### config.mk
export PLATFORM = sky130hd
export DESIGN_NAME = scsiDmaTop
export DESIGN_NICKNAME = d
export VERILOG_FILES = /design/src/hdl/scsiDmaPkg.sv /design/src/hdl/scsiTransferFsm.sv /design/src/hdl/scsiSequencer.sv /design/src/hdl/dmaFifo.sv /design/src/hdl/hostBusFsm.sv /design/src/hdl/scsiDmaTop.sv
export SDC_FILE = /design/constraint.sdc
export NUM_CORES = 1
export LEC_CHECK = 0
export BUFFER_PORTS_ARGS = -buffer_cell sky130_fd_sc_hd__buf_2
export CAP_MARGIN = 20
export CORE_MARGIN = 5
export CORE_UTILIZATION = 40
export DETAILED_ROUTE_END_ITERATION = 16
export GPL_TIMING_DRIVEN = 1
export PLACE_DENSITY = 0.67
export SLEW_MARGIN = 20
export SYNTH_ARGS = -nofsm -noshare
export SYNTH_HDL_FRONTEND = slang
export SYNTH_HIERARCHICAL = 1
export SYNTH_SLANG_ARGS = --single-unit
### constraint.sdc
create_clock -name CLK135 -period 4.3 [get_ports CLK135]
set_input_delay 1.29 -clock CLK135 [delete_from_list [all_inputs] [get_ports CLK135]]
set_output_delay 1.29 -clock CLK135 [all_outputs]
set_load 0.005 [all_outputs]
### src/hdl/scsiDmaPkg.sv
// SCSI DMA shared definitions
package scsiDmaPkg;

    localparam int fifoDepth = 8;          // Longword entries
    localparam int fifoPtrW  = 3;          // Next-in / next-out width
    localparam int fifoCntW  = 4;          // Holds 0 to fifoDepth
    localparam int byteIdxW  = 2;          // Byte pointer width

    // One FIFO entry, seen as a longword by the host and as bytes by the SCSI side
    typedef union packed {
        logic [31:0]     longWord;         // Host view
        logic [0:3][7:0] byteLane;         // SCSI view, lane 0 is the MSB
    } fifoWord_u;

    typedef enum logic [2:0] {
        idle,                              // Waiting for CPU or DREQ
        cpuAccess,                         // Chip selected for register cycle
        cpuWait,                           // Terminate and wait for strobe to end
        dmaRead,                           // Byte from chip into FIFO
        dmaWrite,                          // Byte from FIFO to chip
        byteDone                           // Second DACK cycle, advance pointers
    } xferState_e;

endpackage

### src/hdl/scsiTransferFsm.sv
// SCSI transfer state machine
`timescale 1ns/1ps

module scsiTransferFsm (
    input  logic CLK135,                   // Core clock
    input  logic AS_,                      // Async reset, active high
    input  logic cpuReqSync_i,             // Synced CPU register request
    input  logic cpuRw_i,                  // 1 read, 0 write
    input  logic dreqNSync_i,              // Synced chip DMA request, active low
    input  logic dmaDir_i,                 // 0 SCSI to FIFO, 1 FIFO to SCSI
    input  logic fifoFull_i,
    input  logic fifoEmpty_i,
    input  logic boEq3_i,                  // Current byte is last of longword
    input  logic incReqPending_i,          // Count increment not yet acked
    input  logic decReqPending_i,          // Count decrement not yet acked
    output logic cs_o,                     // Chip select
    output logic re_o,                     // Chip read
    output logic we_o,                     // Chip write
    output logic dack_o,                   // DMA acknowledge
    output logic incBo_o,                  // Advance byte pointer
    output logic incNi_o,                  // Advance next-in
    output logic incNo_o,                  // Advance next-out
    output logic s2f_o,                    // SCSI to FIFO path
    output logic f2s_o,                    // FIFO to SCSI path
    output logic cpu2s_o,                  // CPU to SCSI path
    output logic s2cpu_o,                  // SCSI to CPU path
    output logic setDsack_o                // Latch data and end CPU cycle
);

    scsiDmaPkg::xferState_e state;
    scsiDmaPkg::xferState_e nextState;
    logic dmaReady;                        // Room or data for another byte
    logic cpuCycle;
    logic dmaCycle;

    always_ff @(posedge CLK135 or posedge AS_) begin
        if (AS_) begin
            state <= scsiDmaPkg::idle;
        end else begin
            state <= nextState;
        end
    end

    // Full or empty FIFO, or a count update still pending, holds off DREQ
    assign dmaReady = dmaDir_i ? (!fifoEmpty_i && !decReqPending_i)
                               : (!fifoFull_i && !incReqPending_i);

    always_comb begin
        nextState = state;
        case (state)
            scsiDmaPkg::idle: begin
                if (cpuReqSync_i) begin     // CPU wins over DMA
                    nextState = scsiDmaPkg::cpuAccess;
                end else if (!dreqNSync_i && dmaReady) begin
                    nextState = dmaDir_i ? scsiDmaPkg::dmaWrite : scsiDmaPkg::dmaRead;
                end
            end
            scsiDmaPkg::cpuAccess: nextState = scsiDmaPkg::cpuWait;
            scsiDmaPkg::cpuWait: begin
                if (!cpuReqSync_i) begin    // Host has ended the cycle
                    nextState = scsiDmaPkg::idle;
                end
            end
            scsiDmaPkg::dmaRead:  nextState = scsiDmaPkg::byteDone;
            scsiDmaPkg::dmaWrite: nextState = scsiDmaPkg::byteDone;
            default:              nextState = scsiDmaPkg::idle;
        endcase
    end

    assign cpuCycle = (state == scsiDmaPkg::cpuAccess) || (state == scsiDmaPkg::cpuWait);
    assign dmaCycle = (state == scsiDmaPkg::dmaRead) || (state == scsiDmaPkg::dmaWrite)
                   || (state == scsiDmaPkg::byteDone);

    assign cs_o       = cpuCycle;
    assign re_o       = (cpuCycle && cpuRw_i) || (dmaCycle && !dmaDir_i);
    assign we_o       = (cpuCycle && !cpuRw_i) || (dmaCycle && dmaDir_i);
    assign dack_o     = dmaCycle;                      // Two cycles per byte
    assign incBo_o    = state == scsiDmaPkg::byteDone;
    assign incNi_o    = incBo_o && !dmaDir_i && boEq3_i; // Longword filled
    assign incNo_o    = incBo_o && dmaDir_i && boEq3_i;  // Longword drained
    assign s2f_o      = dmaCycle && !dmaDir_i;
    assign f2s_o      = dmaCycle && dmaDir_i;
    assign cpu2s_o    = cpuCycle && !cpuRw_i;
    assign s2cpu_o    = cpuCycle && cpuRw_i;
    assign setDsack_o = state == scsiDmaPkg::cpuWait;

endmodule

### src/hdl/scsiSequencer.sv
// SCSI sequencer
`timescale 1ns/1ps

module scsiSequencer (
    input  logic CLK135,
    input  logic AS_,
    input  logic cpuReq_i,                 // CPU register request
    input  logic cpuStrobe_i,              // CPU address strobe
    input  logic cpuRw_i,
    input  logic dmaDir_i,
    input  logic dreqN_i,                  // Chip DMA request, active low
    input  logic fifoFull_i,
    input  logic fifoEmpty_i,
    input  logic boEq3_i,
    input  logic incFifo_i,                // Ack of count increment
    input  logic decFifo_i,                // Ack of count decrement
    output logic scsiCs_o,
    output logic scsiRe_o,
    output logic scsiWe_o,
    output logic scsiDack_o,
    output logic lByteN_o,                 // Load byte into FIFO, active low
    output logic incBo_o,
    output logic incNi_o,
    output logic incNo_o,
    output logic s2f_o,
    output logic f2s_o,
    output logic cpu2s_o,
    output logic s2cpu_o,
    output logic fifoIncReq_o,             // Pending count increment
    output logic fifoDecReq_o,             // Pending count decrement
    output logic ls2Cpu_o                  // Low latches data and ends CPU cycle
);

    logic cCpuReq;                         // Synced inputs
    logic cDreqN;
    logic cs, re, we, dack, incBo, incNi, incNo;
    logic s2f, f2s, cpu2s, s2cpu, setDsack;
    logic setDsackQ;

    always_ff @(posedge CLK135 or posedge AS_) begin
        if (AS_) begin
            cCpuReq <= 1'b0;
            cDreqN  <= 1'b1;
        end else begin
            cCpuReq <= cpuReq_i;
            cDreqN  <= dreqN_i;
        end
    end

    scsiTransferFsm i_fsm (
        .CLK135          (CLK135),
        .AS_             (AS_),
        .cpuReqSync_i    (cCpuReq),
        .cpuRw_i         (cpuRw_i),
        .dreqNSync_i     (cDreqN),
        .dmaDir_i        (dmaDir_i),
        .fifoFull_i      (fifoFull_i),
        .fifoEmpty_i     (fifoEmpty_i),
        .boEq3_i         (boEq3_i),
        .incReqPending_i (fifoIncReq_o),
        .decReqPending_i (fifoDecReq_o),
        .cs_o            (cs),
        .re_o            (re),
        .we_o            (we),
        .dack_o          (dack),
        .incBo_o         (incBo),
        .incNi_o         (incNi),
        .incNo_o         (incNo),
        .s2f_o           (s2f),
        .f2s_o           (f2s),
        .cpu2s_o         (cpu2s),
        .s2cpu_o         (s2cpu),
        .setDsack_o      (setDsack)
    );

    // Registered strobes to the chip and FIFO
    always_ff @(posedge CLK135 or posedge AS_) begin
        if (AS_) begin
            {scsiCs_o, scsiRe_o, scsiWe_o, scsiDack_o} <= '0;
            {incBo_o, incNi_o, incNo_o, setDsackQ}     <= '0;
            {s2f_o, f2s_o, cpu2s_o, s2cpu_o}           <= '0;
        end else begin
            {scsiCs_o, scsiRe_o, scsiWe_o, scsiDack_o} <= {cs, re, we, dack};
            {incBo_o, incNi_o, incNo_o, setDsackQ}     <= {incBo, incNi, incNo, setDsack};
            {s2f_o, f2s_o, cpu2s_o, s2cpu_o}           <= {s2f, f2s, cpu2s, s2cpu};
        end
    end

    // Count requests, set from the FSM so they are visible before the next byte
    always_ff @(posedge CLK135 or posedge AS_) begin
        if (AS_) begin
            fifoIncReq_o <= 1'b0;
            fifoDecReq_o <= 1'b0;
        end else begin
            if (incFifo_i)   fifoIncReq_o <= 1'b0; // Host side took it
            else if (incNi)  fifoIncReq_o <= 1'b1;
            if (decFifo_i)   fifoDecReq_o <= 1'b0;
            else if (incNo)  fifoDecReq_o <= 1'b1;
        end
    end

    // Cycle termination, released only when the strobe goes away
    always_ff @(posedge CLK135 or posedge AS_) begin
        if (AS_) begin
            ls2Cpu_o <= 1'b1;
        end else if (!cpuStrobe_i) begin
            ls2Cpu_o <= 1'b1;
        end else if (setDsackQ) begin
            ls2Cpu_o <= 1'b0;
        end
    end

    assign lByteN_o = !(scsiDack_o && scsiRe_o);

endmodule

### src/hdl/dmaFifo.sv
// Eight longword DMA FIFO
`timescale 1ns/1ps

module dmaFifo (
    input  logic                  CLK135,
    input  logic                  AS_,
    input  logic [7:0]            scsiByte_i,  // Byte from chip
    input  logic                  lByte_i,     // Write byte lane
    input  logic                  incBo_i,
    input  logic                  incNi_i,
    input  logic                  incNo_i,
    input  logic                  hostPush_i,
    input  logic                  hostPop_i,
    input  scsiDmaPkg::fifoWord_u hostWord_i,
    input  logic                  incFifo_i,   // Count up
    input  logic                  decFifo_i,   // Count down
    output logic [7:0]            scsiByte_o,  // Byte to chip
    output scsiDmaPkg::fifoWord_u hostWord_o,
    output logic                  boEq3_o,
    output logic                  full_o,
    output logic                  empty_o
);

    scsiDmaPkg::fifoWord_u mem [scsiDmaPkg::fifoDepth];
    logic [scsiDmaPkg::fifoPtrW-1:0] nextIn;     // Written by SCSI or host, by direction
    logic [scsiDmaPkg::fifoPtrW-1:0] nextOut;    // Read by host or SCSI
    logic [scsiDmaPkg::byteIdxW-1:0] bytePtr;    // Lane within the SCSI side entry
    logic [scsiDmaPkg::fifoCntW-1:0] count;      // Completed longwords

    always_ff @(posedge CLK135) begin
        if (hostPush_i) begin
            mem[nextIn] <= hostWord_i;
        end else if (lByte_i) begin
            mem[nextIn].byteLane[bytePtr] <= scsiByte_i;
        end
    end

    always_ff @(posedge CLK135 or posedge AS_) begin
        if (AS_) begin
            nextIn  <= '0;
            nextOut <= '0;
            bytePtr <= '0;
        end else begin
            if (incNi_i || hostPush_i) nextIn  <= nextIn + 1'b1;
            if (incNo_i || hostPop_i)  nextOut <= nextOut + 1'b1;
            if (incBo_i)               bytePtr <= bytePtr + 1'b1; // Wraps after lane 3
        end
    end

    // Only the host bus FSM moves the count
    always_ff @(posedge CLK135 or posedge AS_) begin
        if (AS_) begin
            count <= '0;
        end else begin
            case ({incFifo_i, decFifo_i})
                2'b10:   count <= count + 1'b1;
                2'b01:   count <= count - 1'b1;
                default: count <= count;
            endcase
        end
    end

    assign scsiByte_o = mem[nextOut].byteLane[bytePtr];
    assign hostWord_o = mem[nextOut];
    assign boEq3_o    = &bytePtr;
    assign full_o     = count[scsiDmaPkg::fifoCntW-1]; // Count of eight
    assign empty_o    = count == '0;

endmodule

### src/hdl/hostBusFsm.sv
// Host longword port
`timescale 1ns/1ps

module hostBusFsm (
    input  logic                  CLK135,
    input  logic                  AS_,
    input  logic                  hostWrite_i,
    input  logic                  hostRead_i,
    input  logic [31:0]           hostWData_i,
    input  logic                  fifoIncReq_i,  // Sequencer filled a longword
    input  logic                  fifoDecReq_i,  // Sequencer drained a longword
    input  logic                  fifoFull_i,
    input  logic                  fifoEmpty_i,
    input  scsiDmaPkg::fifoWord_u fifoWord_i,
    output logic                  hostPush_o,
    output logic                  hostPop_o,
    output scsiDmaPkg::fifoWord_u fifoWord_o,
    output logic                  incFifo_o,
    output logic                  decFifo_o,
    output logic [31:0]           hostRData_o,
    output logic                  hostRValid_o,
    output logic                  hostFull_o,
    output logic                  hostEmpty_o
);

    logic hostBusy;                              // Own op uses this cycle's count slot

    assign hostPush_o = hostWrite_i && !fifoFull_i;
    assign hostPop_o  = hostRead_i && !fifoEmpty_i && !hostPush_o;
    assign hostBusy   = hostPush_o || hostPop_o;

    // One count update per cycle, host ops first, then increment, then decrement
    assign incFifo_o = hostPush_o || (fifoIncReq_i && !hostBusy);
    assign decFifo_o = hostPop_o || (fifoDecReq_i && !hostBusy && !fifoIncReq_i);

    assign fifoWord_o.longWord = hostWData_i;

    always_ff @(posedge CLK135) begin
        if (hostPop_o) begin
            hostRData_o <= fifoWord_i.longWord;
        end
    end

    always_ff @(posedge CLK135 or posedge AS_) begin
        if (AS_) begin
            hostRValid_o <= 1'b0;
        end else begin
            hostRValid_o <= hostPop_o;       // Data valid one cycle after pop
        end
    end

    assign hostFull_o  = fifoFull_i;
    assign hostEmpty_o = fifoEmpty_i;

endmodule

### src/hdl/scsiDmaTop.sv
// SCSI DMA controller top
`timescale 1ns/1ps

module scsiDmaTop (
    input  logic        CLK135,
    input  logic        AS_,
    input  logic        cpuReq_i,
    input  logic        cpuStrobe_i,
    input  logic        cpuRw_i,
    input  logic [7:0]  cpuWData_i,
    input  logic        hostDir_i,       // 0 SCSI to FIFO, 1 FIFO to SCSI
    input  logic        dreqN_i,
    input  logic [7:0]  scsiData_i,
    input  logic        hostWrite_i,
    input  logic [31:0] hostWData_i,
    input  logic        hostRead_i,
    output logic        ls2Cpu_o,
    output logic [7:0]  cpuData_o,
    output logic        scsiCs_o,
    output logic        scsiRe_o,
    output logic        scsiWe_o,
    output logic        scsiDack_o,
    output logic        lByteN_o,
    output logic [7:0]  scsiData_o,
    output logic        hostFull_o,
    output logic        hostEmpty_o,
    output logic [31:0] hostRData_o,
    output logic        hostRValid_o
);

    logic fifoFull, fifoEmpty, boEq3, incFifo, decFifo;
    logic incBo, incNi, incNo, s2f, f2s, cpu2s, s2cpu;
    logic fifoIncReq, fifoDecReq, hostPush, hostPop;
    logic [7:0] fifoByte;
    scsiDmaPkg::fifoWord_u pushWord;
    scsiDmaPkg::fifoWord_u popWord;

    // Chip data bus, CPU writes or FIFO bytes
    assign scsiData_o = cpu2s ? cpuWData_i : (f2s ? fifoByte : 8'h00);
    assign cpuData_o  = s2cpu ? scsiData_i : 8'h00;

    scsiSequencer i_seq (
        .CLK135 (CLK135), .AS_ (AS_),
        .cpuReq_i (cpuReq_i), .cpuStrobe_i (cpuStrobe_i), .cpuRw_i (cpuRw_i),
        .dmaDir_i (hostDir_i), .dreqN_i (dreqN_i),
        .fifoFull_i (fifoFull), .fifoEmpty_i (fifoEmpty), .boEq3_i (boEq3),
        .incFifo_i (incFifo), .decFifo_i (decFifo),
        .scsiCs_o (scsiCs_o), .scsiRe_o (scsiRe_o), .scsiWe_o (scsiWe_o),
        .scsiDack_o (scsiDack_o), .lByteN_o (lByteN_o),
        .incBo_o (incBo), .incNi_o (incNi), .incNo_o (incNo),
        .s2f_o (s2f), .f2s_o (f2s), .cpu2s_o (cpu2s), .s2cpu_o (s2cpu),
        .fifoIncReq_o (fifoIncReq), .fifoDecReq_o (fifoDecReq), .ls2Cpu_o (ls2Cpu_o)
    );

    dmaFifo i_fifo (
        .CLK135 (CLK135), .AS_ (AS_),
        .scsiByte_i (scsiData_i), .lByte_i (!lByteN_o && s2f),
        .incBo_i (incBo), .incNi_i (incNi), .incNo_i (incNo),
        .hostPush_i (hostPush), .hostPop_i (hostPop), .hostWord_i (pushWord),
        .incFifo_i (incFifo), .decFifo_i (decFifo),
        .scsiByte_o (fifoByte), .hostWord_o (popWord), .boEq3_o (boEq3),
        .full_o (fifoFull), .empty_o (fifoEmpty)
    );

    hostBusFsm i_host (
        .CLK135 (CLK135), .AS_ (AS_),
        .hostWrite_i (hostWrite_i), .hostRead_i (hostRead_i), .hostWData_i (hostWData_i),
        .fifoIncReq_i (fifoIncReq), .fifoDecReq_i (fifoDecReq),
        .fifoFull_i (fifoFull), .fifoEmpty_i (fifoEmpty), .fifoWord_i (popWord),
        .hostPush_o (hostPush), .hostPop_o (hostPop), .fifoWord_o (pushWord),
        .incFifo_o (incFifo), .decFifo_o (decFifo),
        .hostRData_o (hostRData_o), .hostRValid_o (hostRValid_o),
        .hostFull_o (hostFull_o), .hostEmpty_o (hostEmpty_o)
    );

endmodule

# ---- After elaboration in Yosys (flattened, before gate mapping)
# Memory sizes are Yosys's and may differ from the RTL's.
# Index checks and enable logic that the tools add are counted.
dict set report classes {
  n_addsub 5
  magnitude_cmp 2
  eq_ne 10
  n_mux 58
  n_bitwise 33
  n_reduce_logical 48
}
# operator count
set op_table {}
lappend op_table {{8-bit 2-to-1 mux} 6}
lappend op_table {{1-bit 2-to-1 mux} 43}
lappend op_table {{32-bit 2-to-1 mux} 1}
lappend op_table {{1-bit OR} 32}
lappend op_table {{1-bit logical AND} 20}
lappend op_table {{8-bit binary-select mux with 2-bit select} 1}
lappend op_table {{8-bit demux with 2-bit select} 1}
lappend op_table {{3-bit 2-to-1 mux} 4}
lappend op_table {{3-bit case mux with 4 select lines} 1}
lappend op_table {{1-bit zero test} 10}
lappend op_table {{1-bit logical OR} 10}
lappend op_table {{4-bit case mux with 2 select lines} 1}
lappend op_table {{3-bit by 1-bit adder with 3-bit output, second input constant} 2}
lappend op_table {{3-bit by 2-bit == test with 1-bit output, second input constant} 2}
lappend op_table {{3-bit == test, second input constant} 2}
lappend op_table {{2-bit nonzero test} 3}
lappend op_table {{4-bit by 1-bit adder with 4-bit output, second input constant} 1}
lappend op_table {{4-bit zero test} 1}
lappend op_table {{2-bit AND reduction} 2}
lappend op_table {{4-bit by 1-bit subtractor with 4-bit output, second input constant} 1}
lappend op_table {{3-bit by 1-bit == test with 1-bit output, second input constant} 1}
lappend op_table {{3-bit >= comparator, second input constant} 1}
lappend op_table {{3-bit zero test} 1}
lappend op_table {{3-bit by 1-bit < comparator with 1-bit output, second input constant} 1}
lappend op_table {{8 further kinds} 8}
dict set report word_totals {
  register_bits 65
  mem_bits_rw 256
  inputBits 57
  output_inout_bits 57
  elab_cells 181
  n_memories 1
}
# name words width read_ports rd_ports_with_merged_regs write_ports line
set mem_list {}
lappend mem_list {i_fifo.mem 8 32 1 0 1 dmaFifo.sv:24} ;# scsiDmaPkg::fifoWord_u mem [scsiDmaPkg::fifoDepth];

# ---- Logic depth before layout (Yosys ltp)
# Gate-level depths: netlist of run 1.
dict set report depth {
  depth_word 11
  ltp_mapped 11
  ltp_nobuf 11
}

# ---- Hierarchy
# Netlist of run 1, hierarchy kept.
# mod n_inst cells_per_inst area_per_inst_um2
set by_module_without_submodules {}
lappend by_module_without_submodules {dmaFifo 1 537 10978.0}
lappend by_module_without_submodules {hostBusFsm 1 74 1287.5}
lappend by_module_without_submodules {scsiSequencer 1 25 462.9}
lappend by_module_without_submodules {scsiTransferFsm 1 37 330.3}
lappend by_module_without_submodules {scsiDmaTop 1 22 166.4}

# ---- Worst setup path after synthesis of run 1
# Ideal clock, no wire load.
dict set report synth_path {
  path_type {input port to flip-flop}
  start {input hostWrite_i}
  end {register i_fifo/nextOut[1] (netlist name)}
  setup_time_ps 125
  arrival_time_ps 3462
  setup_slack_ps 714
  path_stages 4
  cell_sequence {nor2b_4 > nor2_1 > nor2_1 > mux2_2}
}
dict set report synth_between {
  elab_chain_len 4
}
# item line
set synth_lines {}
lappend synth_lines {{start, declared} scsiDmaTop.sv:14} ;# input logic hostWrite_i,
lappend synth_lines {{1-bit logical AND} hostBusFsm.sv:28} ;# assign hostPush_o = hostWrite_i && !fifoFull_i;
lappend synth_lines {{1-bit zero test} hostBusFsm.sv:29} ;# assign hostPop_o = hostRead_i && !fifoEmpty_i && !hostPush_o;
lappend synth_lines {{1-bit logical AND} hostBusFsm.sv:29}
lappend synth_lines {{via hostPop} scsiDmaTop.sv:33} ;# logic fifoIncReq, fifoDecReq, hostPush, hostPop;
lappend synth_lines {{1-bit logical OR} dmaFifo.sv:45} ;# if (incNo_i || hostPop_i) nextOut <= nextOut + 1'b1;
lappend synth_lines {{end signal, assigned} dmaFifo.sv:45}
lappend synth_lines {{end, declared} dmaFifo.sv:26} ;# logic [scsiDmaPkg::fifoPtrW-1:0] nextOut;
# The timed path passes the listed nets, and every way through them passes these cells.
# A chain may end at the register's enable or synchronous reset.

# ---- Worst setup path after layout of run 1
dict set report layout_path {
  start {register i_fifo/nextOut[2] (netlist name)}
  end {output scsiData_o[1]}
}
dict set report layout_between {
  elab_chain_len 6
}
# item line
set layout_lines {}
lappend layout_lines {{memory 8 x 32 bit} --}
lappend layout_lines {{8-bit binary-select mux with 2-bit select} dmaFifo.sv:63} ;# assign scsiByte_o = mem[nextOut].byteLane[bytePtr];
lappend layout_lines {{8-bit 2-to-1 mux (not written as such) (2 in a row)} dmaFifo.sv:63}
lappend layout_lines {{via fifoByte[1]} scsiDmaTop.sv:34} ;# logic [7:0] fifoByte;
lappend layout_lines {{8-bit 2-to-1 mux (2 in a row)} scsiDmaTop.sv:39} ;# assign scsiData_o = cpu2s ? cpuWData_i : (f2s ? fifoByte : 8'h00);
lappend layout_lines {{end, declared} scsiDmaTop.sv:24} ;# output logic [7:0] scsiData_o,
# The timed path passes the listed nets, and every way through them passes these cells. The select of a mux whose other input is x is not followed.

==> run_results.csv, run 1 <==
group,metric,value,unit
floorplan,ios,114,
global_route,grt-ovfl-total,0,
global_route,use_met3,0.0433,
yosys,synth.area.top_cells,"edfxtp_1 65%, mux4_2 11%, dfrtp_1 5.9%",
floorplan,initial_core_util,0.405,
global_route,grt_pass1_vias,6626,
worst_setup_path,worstPathRequired,3010,ps
worst_setup_path,worstPathMaxFanout,36,
layout,area.sequential,9480,sq um
global_route,grt_use_total,0.164,
drt,drcViolationCount,0,
floorplan,core_area,32600,sq um
drt,post_drt_wl_per_cell,24.0,microns
clock_tree,post_cts_resized,0,
pwr,powerDensity,666,nW/um^2
drt,via_per_inst,5.32,
clock_tree,cts-root-buf,"clkbuf_16",
global_route,grt_max_degree,37,
layout,syn_to_final_growth,14.3,%
clock_tree,clk_latency,510,ps
sta,fin_crit_sh,0.975,
global_route,met1_usage,0.225,
sta,final_max_slew_viol_count,0,
clock_tree,clk_transition_reported_paths,60,ps
hold_path,hp-class,"reg -> reg",
drt,first_pass_iters,6,
clock_tree,ctsHoldBuffers,0,
layout,fillers,2801,
clock_tree,h-tree-depth,2,
placement,dp_hpwl,20600,microns
drt,routed_wl,30300,microns
pwr,total_leakage_power,5.27,nW
clock_tree,clk_path_buf_depth,3,
layout,layout.cells.most_common,"edfxtp_1",
layout,fin_nets,868,
placement,io_buffers,113,
clock_tree,cts_sinks,321,
yosys,synth_top_cell_by_area,"edfxtp_1",
sta,fin_crit,4190,ps
sta,final-setup-viol-count,0,
pwr,design_power_total,0.0101,W
pwr,peakVddDrop,0.000335,V
global_route,grt_antenna_before_repair,6,
sta,relSlewSlack,0.295,
floorplan,row_count,66,
global_route,use_met2,0.260,
layout,multi_input_comb_area,3280,sq um
sta,worst_pin_slew,1050,ps
worst_setup_path,end_kind,"primary output",
sta,rsz0062_at_grt,"false",
sta,finalClockSkew,24.8,ps
floorplan,fp.dieW,192,microns
placement,gp_congestion,0.841,
floorplan,fp.dieH,192,microns
sta,setup_tns,0,ps
yosys,syn_inst,695,
layout,n_antenna_cell,0,
clock_tree,cts_tree,"yes",
drt,drtIter0Drc,680,
clock_tree,cts_made_buffers,34,
layout,layout-drive-gt1-share,0.373,
yosys,synth_top_area_frac,0.654,
yosys,synth-seq-area-share,0.717,
global_route,grt_pass1_wl,43500,microns
sta,fmax,0.239,GHz
layout,final_cell_mix,"288 x edfxtp_1, 113 x buf_2, 64 x mux4_2",
global_route,top_usage_layer,"met2",
yosys,yosysUniqueCellTypes,45,
worst_setup_path,criticalPathCategory,"reg -> out",
clock_tree,cts_setup_buffers,0,
outcome,outcome,"finished clean",
placement,pre_cts_ws,535,ps
drt,ant_nets,0,
yosys,syn_area,13200,sq um
drt,num_vias,6735,
worst_setup_path,start_kind,"flip-flop",
yosys,synth_fp_nets,761,
sta,hold_viol_final,0,
flow_run,cap_violations,0,
yosys,avgSynthCellArea,19.0,sq um
yosys,ys_warn_count,6,
sta,setup_slack,108,ps
worst_setup_path,critPathArrivalTime,2900,ps
yosys,ys_ff_latch,321,
floorplan,dieArea,36800,sq um
==> worst paths after layout <==
kind	from	to	slack, ps	cells past startpoint
worst min-delay path	i_seq/setDsackQ	i_seq/ls2Cpu_o	420	1
max in group asynchronous	AS_	i_fifo/nextOut[0]	2990	2
worst max-delay path	i_fifo/nextOut[2]	scsiData_o[1]	110	7
worst min register to register	i_seq/setDsackQ	i_seq/ls2Cpu_o	420	1
min in group asynchronous	AS_	i_host/hostRValid_o	650	2
worst max register to register	i_fifo/count[1]	i_fifo/count[2]	1690	11
==> stage by stage <==
stage                     area, sq um  hold slack (ps)  cells   util
after floorplan                 13200              380    695      -
after global placement          14100              399   1206  0.431
after detailed placement        14100              401   1206  0.431
after CTS                       15100              422   1264  0.462
after global routing            15100              428   1266  0.463
final                           15100              419   1266  0.463
==> state kept, by name, summed over array words and instances (netlist names), 2 cells and up <==
name / cells
i_fifo/mem: 256
i_host/hostRData_o: 32
i_fifo/count: 4
i_fifo/nextIn: 3
i_fifo/nextOut: 3
i_seq/i_fsm/state: 3
i_fifo/bytePtr: 2
==> cells in the mapped netlist <==
cell	n
nor2_1	56
inv_1	11
buf_6	10
o31ai_1	1
or3b_2	2
buf_2	3
and3b_1	2
o2bb2ai_1	1
mux2_1	16
nor2b_1	4
nand3b_4	1
nor3b_1	2
nor2b_4	2
o21ai_0	6
and2_1	10
nor3_1	2
a21o_1	1
o22ai_1	16
o21ai_2	1
buf_4	35
nor4_2	1
nand2b_1	2
nor2_2	1
edfxtp_1	288
o21bai_1	1
a22o_1	7
nand2_1	13
xnor2_1	5
nor3_2	1
or3_1	1
mux2_2	51
a221oi_1	1
a21boi_4	1
o31ai_2	1
dfrtp_1	31
xnor2_2	1
ha_1	9
clkbuf_1	12
nor4_1	1
nand3b_1	4
mux4_2	64
a21oi_1	8
dfstp_2	2
xor2_1	5
nand3_1	2
==> power by group <==
part | switching [W] | internal, W | total (W)
Sequential | 0.000304 | 0.00404 | 0.00434
Combinational | 0.00169 | 0.00140 | 0.00308
Clock | 0.00111 | 0.00153 | 0.00264
Total | 0.00310 | 0.00696 | 0.0101
==> per-layer routing <==
metal	wire [microns]	up-vias
met5	32	-
met4	758	6
met2	14400	315
met3	2810	50
met1	12400	3436
li1	-	2928
==> critical path, stage by stage, from the launching register on <==
cell and delay, ps:
dfrtp_2 350, buf_4 450, mux4_2 400, mux2_2 330, o22ai_1 360, nor2_1 160, a22o_1 220, buf_2 120
==> logic make-up (layout without fill, tap and decap cells) <==
family,after synthesis,after routing,share of synthesized area
AO/OA/AOI/OAI,45,45,0.0236
AND/OR/NAND/NOR,107,107,0.0414
adder cells (fa/ha/maj),9,9,0.00851
flip-flops,321,321,0.717
buffers and inverters,71,200,0.0360
XOR/XNOR,11,11,0.00785
multiplexers,131,131,0.166
==> final cells by class <==
| cell class | count | area share |
|---|---|---|
| Sequential cell | 321 | 0.627 |
| Multi-Input combinational cell | 303 | 0.217 |
| Clock buffer | 45 | 0.0618 |
| Timing Repair Buffer | 131 | 0.0489 |
| Tap cell | 442 | 0.0366 |
| Clock inverter | 13 | 0.00555 |
| Inverter | 11 | 0.00273 |
Note: power is estimated with default switching activity, not from simulation.
==> run 2: changes to the inputs <==
--- a/config.mk
+++ b/config.mk
@@ -5,6 +5,7 @@
 export SDC_FILE = /design/constraint.sdc
 export NUM_CORES = 1
 export LEC_CHECK = 0
+export ABC_AREA = 1
 export BUFFER_PORTS_ARGS = -buffer_cell sky130_fd_sc_hd__buf_2
 export CAP_MARGIN = 20
 export CORE_MARGIN = 5
==> run 2 against run 1 <==
Net effect: combinational power increased by 26%; final area increased by 10%; critical path depth increased by 3; power increased by 12%; hold slack improved by 47 ps.
==> run_results.csv, run 2 <==
group,metric,value,unit
outcome,outcome,"finished clean",
yosys,yosysUniqueCellTypes,30,
clock_tree,post_cts_resized,0,
global_route,grt_pass1_wl,56900,microns
clock_tree,clk_path_buf_depth,3,
sta,finalClockSkew,12.9,ps
worst_setup_path,worstPathMaxFanout,22,
worst_setup_path,criticalPathCategory,"reg -> out",
worst_setup_path,rr_endpoint,"i_fifo/mem[2][18]",
yosys,syn_area,14600,sq um
sta,fin_crit_sh,0.947,
yosys,synth_top_cell_by_area,"edfxtp_1",
pwr,p_int,0.00708,W
floorplan,ios,114,
yosys,avgSynthCellArea,9.92,sq um
drt,first_pass_iters,7,
layout,n_antenna_cell,0,
pwr,total_leakage_power,7.41,nW
hold_path,hp-class,"reg -> reg",
clock_tree,cts_sinks,321,
worst_setup_path,crit_family,"simple AND/OR/NAND/NOR gates",
sta,setup_tns,0,ps
global_route,grt_antenna_before_repair,0,
yosys,ys_ff_latch,321,
sta,final_max_slew_viol_count,0,
sta,fmax,0.246,GHz
pwr,clkPwrFrac,0.266,
worst_setup_path,critPathLaunch,"i_fifo/nextOut[1]",
clock_tree,ctsHoldBuffers,0,
clock_tree,cts_made_buffers,36,
worst_setup_path,end_kind,"primary output",
yosys,synth_edf_count,288,
yosys,synth_fp_nets,1536,
clock_tree,clk_transition_reported_paths,60,ps
placement,gp_congestion,0.834,
sta,fin_crit,4070,ps
drt,via_per_inst,5.03,
floorplan,fp.dieW,201,microns
yosys,synth.area.top_cells,"edfxtp_1 59%, nand2_1 12%, nand3_1 6.9%",
yosys,synthArstFlopShare,0.103,
drt,drtIter0Drc,908,
worst_setup_path,reg2reg_from,"i_seq/scsiRe_o",
clock_tree,cts-root-buf,"clkbuf_16",
clock_tree,cts_tree,"yes",
layout,final_area,16600,sq um
pwr,p_sw,0.00416,W
sta,hold_ws,466,ps
worst_setup_path,cp_slowest_cell,"dfrtp_2",
pwr,power_frac_seq,0.390,
clock_tree,cts_setup_buffers,0,
sta,worst_pin_slew,1050,ps
drt,routed_wl,37800,microns
placement,io_buffers,113,
sta,relSlewSlack,0.299,
hold_path,hp-start,"i_seq/setDsackQ",
drt,num_vias,10339,
worst_setup_path,path_buf_inv,2,
worst_setup_path,start_kind,"flip-flop",
yosys,ys_warn_count,6,
yosys,syn_inst,1470,
pwr,swShare,0.370,
sta,hold_viol_final,0,
flow_run,cap_violations,0,
placement,dp_hpwl,24600,microns
layout,largest_register,"i_fifo/mem",
layout,fin_nets,1629,
layout,syn_to_final_growth,14.1,%
floorplan,row_count,70,
sta,rsz0062_at_grt,"false",
global_route,grt_use_total,0.182,
yosys,synth_ff_type,"edfxtp_1",
layout,top_regs,"i_fifo/mem: 256 flops, i_host/hostRData_o: 32 flops, i_fifo/count: 4 flops",
yosys,synth_top_area_frac,0.593,
pwr,combPwrFrac,0.345,
layout,layout-drive-gt1-share,0.140,
clock_tree,clk_latency,510,ps
yosys,ys_top_cells_by_count,"478 x nand2_1, 288 x edfxtp_1, 205 x inv_1",
floorplan,dieArea,40400,sq um
drt,drcViolationCount,0,
global_route,grt-ovfl-total,0,
worst_setup_path,cp-endpoint,"scsiData_o[5]",
floorplan,fp.dieH,201,microns
yosys,synth-seq-area-share,0.650,
layout,final_cell_mix,"478 x nand2_1, 288 x edfxtp_1, 204 x inv_1",
layout,layout.cells.most_common,"nand2_1",
yosys,synth.most_common_cell,"nand2_1",
worst_setup_path,cp_cell_sequence,"buf_4, nand3_1, nand3_1, nand3_1, nand2_1, nand2_1, nand2_1, nand3_1, nand2_1, buf_2",
floorplan,core_area,36300,sq um
placement,placed_area,15500,sq um
worst_setup_path,worstPathRequired,3010,ps
worst_setup_path,worst-path-stages,10,
worst_setup_path,r2r_setup_slack,1350,ps
drt,ant_nets,0,
pwr,peakVddDrop,0.000409,V
clock_tree,h-tree-depth,2,
worst_setup_path,r2r_cells,4,
global_route,grt_max_degree,74,
pwr,powerDensity,675,nW/um^2
global_route,grt_pass1_vias,9877,
sta,final-setup-viol-count,0,
drt,post_drt_wl_per_cell,18.4,microns
worst_setup_path,max_stage_delay,690,ps
worst_setup_path,critPathArrivalTime,2780,ps
layout,largest_reg_flops,256,
floorplan,initial_core_util,0.402,
## run 2: logic make-up (layout without fill, tap and decap cells)
family | after synthesis | count (layout) | share of synthesized area
xor+xnor | 9 | 9 | 0.00541
flops | 321 | 321 | 0.650
buf+inv | 309 | 428 | 0.0943
simple gates | 771 | 771 | 0.224
compound gates | 51 | 51 | 0.0185
fa+ha+maj | 9 | 9 | 0.00773
## run 2: power groups by stage
stage | Sequential [W] | Clock [W] | Combinational [W]
after floorplan | 0.00429 | 0 | 0.00261
final | 0.00438 | 0.00298 | 0.00387
after global placement | 0.00442 | 0 | 0.00378
after CTS | 0.00438 | 0.00304 | 0.00386
after global routing | 0.00443 | 0.00317 | 0.00427
after detailed placement | 0.00443 | 0 | 0.00384
## run 2: worst min path at each step
stage	to	slack, ps	depth (start not counted)
3_5_place_dp	i_seq/ls2Cpu_o	440	3
2_1_floorplan	i_seq/ls2Cpu_o	420	3
4_1_cts	i_seq/ls2Cpu_o	470	3
5_1_grt	i_seq/ls2Cpu_o	500	2
3_3_place_gp	i_seq/ls2Cpu_o	440	3
6_report	i_seq/ls2Cpu_o	470	3
## run 2: cell type report
class,instances,area (sq um)
fillers,3399,19600
clock inverters,17,159
flip-flops and latches,321,9480
multi-input cells,840,3730
clock buffers,47,983
inverters,214,812
repair buffers,150,881
well taps,468,586
## run 2: per-layer routing
| layer | vias up | wire, microns | track usage |
|---|---|---|---|
| met4 | 0 | 1070 | 0.0575 |
| met3 | 71 | 3810 | 0.0462 |
| met1 | 4863 | 15600 | 0.250 |
| li1 | 4897 | - | - |
| met2 | 508 | 17400 | 0.286 |
| met5 | - | 0 | 0 |
## run 2: worst reg2reg max path, cell delays in order (launching register included)
cell and delay (ps):
dfrtp_1 360, nand2_1 120, nor2_1 540, nand3_1 670
o21ai_0 940
## run 2: stage by stage
stage | std cells | util | total power, W | setup WS, ps
final | 2057 | 0.459 | 0.0112 | 230
after global routing | 2057 | 0.459 | 0.0119 | 7.02
after CTS | 2057 | 0.459 | 0.0113 | 279
after detailed placement | 1993 | 0.427 | 0.00827 | 805
after global placement | 1993 | 0.427 | 0.00821 | 857
after floorplan | 1470 | - | 0.00690 | 769
